## src/hdl/p_hit_settings.svh

```systemverilog
`ifndef P_HIT_SETTINGS_SVH
`define P_HIT_SETTINGS_SVH

// fraction bits of the Q format used by every dot product
`define PH_Q_BITS 10

`define PH_IN_DEPTH 16   // jobs waiting for the lanes
`define PH_OUT_DEPTH 16  // finished results waiting for the reader

`define PH_LANES 3
`define PH_TAG_W 8

`endif

```

## src/hdl/p_hit_pkg.sv

```systemverilog
`include "p_hit_settings.svh"

package p_hit_pkg;

    typedef struct packed {
        logic signed [31:0] x;
        logic signed [31:0] y;
        logic signed [31:0] z;
    } vec3_t;

    // one plane-crossing job as written by the producer
    typedef struct packed {
        logic [`PH_TAG_W-1:0] tag;
        vec3_t                normal;
        vec3_t                v0;
        vec3_t                origin;
        vec3_t                dir;
    } hit_job_t;

    typedef struct packed {
        vec3_t a;
        vec3_t b;
    } dot_pair_t;

    typedef struct packed {
        logic [`PH_TAG_W-1:0] tag;
        logic signed [31:0]   t_num;
        logic signed [31:0]   t_den;
        logic                 hit;
    } hit_result_t;

    typedef enum logic [1:0] {LANE_V0, LANE_ORIGIN, LANE_DIR} lane_e;  // dot lane index

endpackage

```

## src/hdl/sync_fifo.sv

```systemverilog
`timescale 1ns/100ps

module sync_fifo #(
    parameter int WIDTH = 32,
    parameter int DEPTH = 16
) (
    input  logic             clock,
    input  logic             rst_n,
    input  logic             wr_en,
    input  logic [WIDTH-1:0] din,
    output logic             full,
    input  logic             rd_en,
    output logic [WIDTH-1:0] dout,
    output logic             empty
);

    localparam int PTR_W = (DEPTH > 1) ? $clog2(DEPTH) : 1;
    localparam int CNT_W = $clog2(DEPTH + 1);

    logic [WIDTH-1:0] mem [DEPTH];
    logic [PTR_W-1:0] wr_ptr;
    logic [PTR_W-1:0] rd_ptr;
    logic [CNT_W-1:0] count;
    logic             wr_ok;
    logic             rd_ok;

    assign wr_ok = wr_en && !full;
    assign rd_ok = rd_en && !empty;

    always_ff @(posedge clock) begin
        if (wr_ok)
            mem[wr_ptr] <= din;
    end

    always_ff @(posedge clock or negedge rst_n) begin
        if (!rst_n) begin
            wr_ptr <= '0;
            rd_ptr <= '0;
            count  <= '0;
        end else begin
            if (wr_ok)
                wr_ptr <= (wr_ptr == PTR_W'(DEPTH - 1)) ? '0 : wr_ptr + 1'b1;
            if (rd_ok)
                rd_ptr <= (rd_ptr == PTR_W'(DEPTH - 1)) ? '0 : rd_ptr + 1'b1;
            case ({wr_ok, rd_ok})
                2'b10:   count <= count + 1'b1;
                2'b01:   count <= count - 1'b1;
                default: count <= count;
            endcase
        end
    end

    assign full  = (count == CNT_W'(DEPTH));
    assign empty = (count == '0);
    assign dout  = mem[rd_ptr];  // first word falls through

    // both strobes come from the surrounding logic and must honour the levels
    assert property (@(posedge clock) disable iff (!rst_n) wr_en |-> !full)
        else $error("sync_fifo: write while full");

    assert property (@(posedge clock) disable iff (!rst_n) rd_en |-> !empty)
        else $error("sync_fifo: read while empty");

endmodule

```

## src/hdl/p_hit_combine.sv

```systemverilog
`timescale 1ns/100ps

`include "p_hit_settings.svh"

module p_hit_combine import p_hit_pkg::*; (
    input  logic                 clock,
    input  logic                 rst_n,
    input  logic signed [31:0]   dots [`PH_LANES],
    input  logic [`PH_LANES-1:0] dots_empty,
    input  logic [`PH_TAG_W-1:0] tag,
    input  logic                 tag_wr,
    output logic                 dots_rd_en,
    output hit_result_t          result,
    input  logic                 out_rd_en,
    output logic                 out_empty
);

    // never more tags in flight than one lane can hold
    localparam int TAG_DEPTH = 4;

    logic [`PH_TAG_W-1:0] tag_head;
    logic                 tag_empty;
    logic signed [31:0]   t_num;
    logic signed [31:0]   t_den;
    logic                 hit;
    hit_result_t          stage_q;
    logic                 stage_valid;
    logic                 res_wr_en;
    logic                 res_full;

    sync_fifo #(
        .WIDTH  (`PH_TAG_W),
        .DEPTH  (TAG_DEPTH)
    ) u_tag_fifo (
        .clock  (clock),
        .rst_n  (rst_n),
        .wr_en  (tag_wr),
        .din    (tag),
        .full   (),
        .rd_en  (dots_rd_en),
        .dout   (tag_head),
        .empty  (tag_empty)
    );

    always_comb begin
        t_num = dots[LANE_V0] - dots[LANE_ORIGIN];  // wraps at 32 bits
        t_den = dots[LANE_DIR];
        // parallel rays never hit; otherwise t must not be negative
        hit   = (t_den != '0) && ((t_num == '0) || (t_num[31] == t_den[31]));
    end

    assign dots_rd_en = !(|dots_empty) && !tag_empty && !res_full;
    assign res_wr_en  = stage_valid && !res_full;

    always_ff @(posedge clock) begin
        if (dots_rd_en) begin
            stage_q.tag   <= tag_head;
            stage_q.t_num <= t_num;
            stage_q.t_den <= t_den;
            stage_q.hit   <= hit;
        end
    end

    always_ff @(posedge clock or negedge rst_n) begin
        if (!rst_n)
            stage_valid <= 1'b0;
        else if (dots_rd_en)
            stage_valid <= 1'b1;
        else if (res_wr_en)
            stage_valid <= 1'b0;
    end

    sync_fifo #(
        .WIDTH  ($bits(hit_result_t)),
        .DEPTH  (`PH_OUT_DEPTH)
    ) u_result_fifo (
        .clock  (clock),
        .rst_n  (rst_n),
        .wr_en  (res_wr_en),
        .din    (stage_q),
        .full   (res_full),
        .rd_en  (out_rd_en),
        .dout   (result),
        .empty  (out_empty)
    );

    // every set of lane results was read from the job FIFO together with its tag
    assert property (@(posedge clock) disable iff (!rst_n)
        !(|dots_empty) |-> !tag_empty)
        else $error("p_hit_combine: lane results present with no tag");

endmodule

```

## config.mk

```make
export PLATFORM = sky130hd
export DESIGN_NAME = p_hit_combine
export DESIGN_NICKNAME = d
export VERILOG_FILES = /design/src/hdl/p_hit_pkg.sv /design/src/hdl/sync_fifo.sv /design/src/hdl/p_hit_combine.sv
export VERILOG_INCLUDE_DIRS = /design/src /design/src/hdl
export SDC_FILE = /design/constraint.sdc
export NUM_CORES = 1
export LEC_CHECK = 0
export BUFFER_PORTS_ARGS = -buffer_cell sky130_fd_sc_hd__buf_2
export CORE_MARGIN = 1
export CORE_UTILIZATION = 44
export CTS_CLUSTER_SIZE = 30
export DETAILED_ROUTE_END_ITERATION = 6
export SKIP_CTS_REPAIR_TIMING = 1
export SYNTH_ARGS = -nofsm -noshare
export SYNTH_HDL_FRONTEND = slang
export SYNTH_SLANG_ARGS = --single-unit
```

## constraint.sdc

```tcl
create_clock -name clock -period 13.8 [get_ports clock]
set_clock_uncertainty 0.2 [all_clocks]
set_input_delay 1.38 -clock clock [delete_from_list [all_inputs] [get_ports clock]]
set_output_delay 1.38 -clock clock [all_outputs]
set_load 0.1 [all_outputs]
```

; ---- Yosys cells after proc, flatten, opt, wreduce, memory -nomap -nowiden
; Memory sizes are Yosys's and may differ from the RTL's. A register that Yosys moved wholly into a read port is not among the register bits.
; Cells that the tools add are included.
[word_totals]
regBits = 86
mem_bits_rw = 1200
inputBits = 111
output_inout_bits = 75
elab_cells = 66
n_memories = 2
[memory_table]
columns = name, words, width, read_ports, rd_clocked_by_memory_dff, wr, line
row1 = u_result_fifo.mem, 16, 73, 1, 0, 1, sync_fifo.sv:20  ; logic [WIDTH-1:0] mem [DEPTH];
row2 = u_tag_fifo.mem, 4, 8, 1, 1, 1, sync_fifo.sv:20
[op_classes]
n_addsub = 9
eq_ne = 11
muxes = 12
n_reduce_logical = 22
[ops]
columns = cell, count
row1 = zero test 32 bit, 1
row2 = nonzero test 32 bit, 1
row3 = subtractor 32 bit, 1
row4 = one-hot mux 5 bit (2 select lines), 1
row5 = adder 4 x 1 -> 4 bit (second input constant), 2
row6 = equality test 2 bit (second input constant), 4
row7 = equality test 4 bit (second input constant), 2
row8 = logical AND 1 bit, 8
row9 = two-way mux 4 bit, 2
row10 = two-way mux 1 bit, 6
row11 = one-hot mux 3 bit (2 select lines), 1
row12 = nonzero test 2 bit, 3
row13 = adder 5 x 1 -> 5 bit (second input constant), 1
row14 = equality test 5 bit (second input constant), 1
row15 = zero test 1 bit, 5
row16 = zero test 5 bit, 1
row17 = subtractor 5 x 1 -> 5 bit (second input constant), 1
row18 = adder 2 x 1 -> 2 bit (second input constant), 2
row19 = equality test 2 x 1 -> 1 bit (second input constant), 2
row20 = two-way mux 2 bit, 2
row21 = adder 3 x 1 -> 3 bit (second input constant), 1
row22 = equality test 3 bit (second input constant), 1
row23 = zero test 3 bit, 1
row24 = OR reduction 3 bit, 1
row25 = other kinds (3), 3

; ---- Logic depth before layout (Yosys ltp)
[depth]
ltp_word = 7
mapped_depth = 14
depth_no_buf = 13

; ---- Modules after synthesis
; Synthesis repeated with hierarchy kept, for this count alone.
[hier_totals]
cells_unflattened = 2564
hier_area_um2 = 51663.3
[by_module_without_submodules]
columns = mod, n_inst, cells_per_inst, area_per_inst_um2
row1 = sync_fifo (u_result_fifo), 1, 2038, 45272.2
row2 = p_hit_combine, 1, 443, 4755.8
row3 = sync_fifo (u_tag_fifo), 1, 83, 1635.3

; ---- Least setup slack after synthesis
; Ideal clock, no wire load.
[synth_timing]
path_kind = register -> register
from = reg u_result_fifo.count[0]
to = mem u_result_fifo.mem[3][0] in the netlist's numbering, enable pin
t_arrival_ns = 6.032
t_required_ns = 13.006
slack_ns = 6.974
path_stages_with_launch = 7
path_buffers = 1
synth_period_minus_slack_ns = 6.826
path_cell_list = dfrtp_1 > nor4_1 > nand2_1 > and2_1 > clkbuf_1 > nand2_1 > nor3_1
[synth_via]
elab_chain_cells = 6
[synth_lines]
columns = element, line
row1 = from (decl), sync_fifo.sv:23  ; logic [CNT_W-1:0] count;
row2 = from (signal assigned), sync_fifo.sv:46  ; 2'b10: count <= count + 1'b1;
row3 = from (signal assigned), sync_fifo.sv:47  ; 2'b01: count <= count - 1'b1;
row4 = from (signal assigned), sync_fifo.sv:48  ; default: count <= count;
row5 = equality test 5 bit *, sync_fifo.sv:53  ; assign full = (count == CNT_W'(DEPTH));
row6 = zero test 1 bit *, "sync_fifo.sv:27, p_hit_combine.sv:53"
row7 = logical AND 1 bit, p_hit_combine.sv:53  ; assign res_wr_en = stage_valid && !res_full;
row8 = logical AND 1 bit *, sync_fifo.sv:27  ; assign wr_ok = wr_en && !full;
row9 = two-way mux 1 bit *, sync_fifo.sv:31  ; if (wr_ok)
row10 = two-way mux 1 bit (not written as such) *, sync_fifo.sv:32  ; mem[wr_ptr] <= din;
row11 = to (decl), sync_fifo.sv:20
; Every way passes the cells marked *; elsewhere a longest branch is shown, timed or not.

==> results_dict.tcl <==
set metrics [dict create \
    drc_errors 0 \
    synthTopCellsByArea "edfxtp_1 (74%), mux4_2 (6.7%), mux2i_1 (4.3%)" \
    vias 27000 \
    io_pins 186 \
    cts_buffer_depth 3 \
    drtPass1Iterations 5 \
    yosysSeqAreaShare_pct 75.3 \
    synthToLayoutAreaGrowth_pct 13.8 \
    ant_nets 0 \
    antenna_found_initial 4 \
    final.fill_count 9348 \
    die_y_microns 344 \
    clock_latency_ns 0.73 \
    status "completed" \
    p_sw_w 0.00497 \
    power_frac_clock_pct 27.5 \
    p_per_area_nw_per_um2 218 \
    crit_fanout 57 \
    hold_violations 0 \
    initial_core_util_pct 44.3 \
    yosys_warnings 0 \
    htree_levels 4 \
    fin_crit_ns 6.93 \
    synth_edf_count 1273 \
    switching_share_pct 38.9 \
    hpwl_microns 64100 \
    fp.dieW_microns 344 \
    power_frac_seq_pct 37.2 \
    min_period_over_period_pct 50.2 \
    dieArea_sq_um 118000 \
    syn_inst 2790 \
    clk_pin_slew_ns 0.06 \
    gp_congestion 0.810 \
    synth_flop_cell "edfxtp_1" \
    cap_violations 0 \
    intPower_w 0.00780 \
    fmax_mhz 144 \
    finalWorstSetupSlack_ns 6.87 \
    clkSinkCount 1294 \
    synth_seq_cells 1294 \
    crit_required_ns 12.22 \
    grt_pass1_vias 27600 \
    grtUsageTotal_pct 21.0 \
    worstSetupPathType "reg -> out" \
    globalRouteOverflowTotal 0 \
    syn_nets 2950 \
    rsz0062_at_grt "false" \
    ir_drop_mv 0.198 \
    cp.arrival_ns 5.35 \
    yosys.cell_types.count 76 \
    slew_headroom_pct 22.1 \
    yosysTopAreaCell "edfxtp_1" \
    viasPerCell 5.81 \
    tightest_slew_ns 1.17 \
    cts_inserted_buffers 132 \
    drtIter0Drc 2075 \
    rows 125 \
    pwr-share-comb_pct 35.2 \
    timing.hold.ws_ns 0.318 \
    setup-violations-final 0 \
    fin_nets 3181 \
    grt_max_degree 145 \
    syn-cell-area_sq_um 51500 \
    start_kind "register" \
    portBuffers 185 \
    cp-end-kind "output port" \
    leakagePower_nw 19.5 \
    coreArea_sq_um 116000 \
    routedWlPerCell_microns 26.7 \
    synth_area_per_cell_sq_um 18.4 \
    tritoncts "yes" \
    synthArstFlopShare_pct 1.62 \
    tns_ns 0 \
    synth_top_area_share_pct 74.3 \
    min_path_type "reg -> reg" \
    grt_first_pass_wirelength_microns 181000 \
    wirelength_microns 124000 \
    drive_above_1_share_pct 21.8 \
    pre_cts_ws_ns 7.54 \
    root_buffer "clkbuf_16" \
    drv_slew 0 \
]
==> cells in the final DEF (no fill, tap or decap), types with 7 or more instances in the layout <==
master,synthesis,routed
or3_1,8,8
nor2_4,0,12
and2_1,9,8
nand2_1,122,121
o21ai_0,168,168
xnor2_1,15,15
mux2_2,76,76
clkbuf_16,0,138
nand3_1,11,11
mux4_2,154,154
clkinv_2,0,20
clkinv_1,0,25
a22oi_1,74,74
buf_2,8,185
ha_1,46,46
a21oi_1,109,109
a21o_1,17,17
nor3_1,18,14
nor2_1,43,31
mux2i_1,223,223
nor4_1,15,14
xor2_1,11,11
and3_1,7,7
clkbuf_1,90,26
inv_1,55,55
buf_4,0,45
a221oi_1,73,73
dfrtp_1,21,17
nor2b_1,11,10
edfxtp_1,1273,1273
bufinv_16,0,13
==> sequential cells by signal (all words and copies together) (netlist names) <==
signal and flops:
stage_q 73, stage_valid 1, u_result_fifo.count 5, u_result_fifo.mem 1168
u_result_fifo.rd_ptr 4, u_result_fifo.wr_ptr 4, u_tag_fifo.count 3, u_tag_fifo.mem 32
u_tag_fifo.rd_ptr 2, u_tag_fifo.wr_ptr 2
==> worst max-delay path, stage by stage (launching register included) <==
cell	delay [ns]
dfrtp_4	1.01
buf_4	0.89
and2_4	0.73
buf_4	0.81
a221oi_1	0.25
o21ai_0	0.23
nand2_1	0.19
buf_2	0.35
==> layer usage <==
metal  global-route usage [%]  wire length [microns]  vias up
met2                     34.8                  61100      890
li1                         -                      -    11800
met5                        0                      9        -
met1                     28.3                  52400    14000
met3                     3.60                   7230      210
met4                     6.82                   3220        2
==> cell type report <==
cell class	instances	area [sq um]	share of cell area, %
repair buffers	232	1300	2.23
well taps	1524	1910	3.25
flip-flops and latches	1294	38800	66.2
clock buffers	164	3550	6.06
diodes	1	2.50	0.00427
multi-input cells	1306	12100	20.7
clock inverters	70	719	1.23
inverters	55	206	0.352
==> cells in the mapped netlist, types with 4 or more instances <==
library cell,number
edfxtp_1,1273
mux2i_1,223
o21ai_0,168
mux4_2,154
nand2_1,122
a21oi_1,109
clkbuf_1,90
mux2_2,76
a22oi_1,74
a221oi_1,73
inv_1,55
ha_1,46
nor2_1,43
buf_1,34
dfrtp_1,21
nor3_1,18
a21o_1,17
nor4_1,15
xnor2_1,15
nand3_1,11
nor2b_1,11
xor2_1,11
and2_1,9
buf_2,8
or3_1,8
and3_1,7
o211ai_1,6
nand2b_1,5
nand4_1,5
o21a_1,5
o21ai_1,5
o311a_1,4
==> through the flow <==
stage | instances | utilization [%] | area (sq um) | total power (W)
after CTS | 4645 | 50.5 | 58600 | 0.0129
after floorplan | 2790 | - | 51500 | 0.00828
after global routing | 4645 | 50.5 | 58600 | 0.0133
after global placement | 4411 | 46.8 | 54300 | 0.00933
after detailed placement | 4411 | 46.8 | 54300 | 0.00938
final | 4646 | 50.5 | 58600 | 0.0128
==> path summary, 6_finish.rpt <==
kind,startpoint,end,slack (ns),cells after the start
hold / removal,stage_valid,stage_valid,0.32,1
setup / recovery,u_result_fifo.rd_ptr[1],result[61],6.87,7
min in group asynchronous,rst_n,u_result_fifo.rd_ptr[0],0.44,1
hold reg to reg,stage_valid,stage_valid,0.32,1
max in group asynchronous,rst_n,u_result_fifo.rd_ptr[2],12.55,1
setup reg to reg,u_result_fifo.rd_ptr[1],u_result_fifo.rd_ptr[3],9.41,6
==> logic make-up after synthesis <==
family / after synthesis / synth area share (%)
xor gates and xnor gates: 27 / 0.486
and+or+nand+nor: 271 / 2.50
DFF: 1294 / 75.3
buffers and inverters: 190 / 1.41
AOI/OAI and AO/OA: 506 / 6.33
adders and majority gates: 49 / 1.24
muxes: 453 / 12.7
==> power by group through the flow <==
stage               combinational (W)  sequential [W]  clock (W)
floorplan                     0.00361         0.00467          0
global placement              0.00451         0.00482          0
CTS                           0.00455         0.00476    0.00358
global route                  0.00475         0.00478    0.00373
detailed placement            0.00454         0.00484          0
finish                        0.00450         0.00476    0.00351
Power figures use the tool's default switching activity.
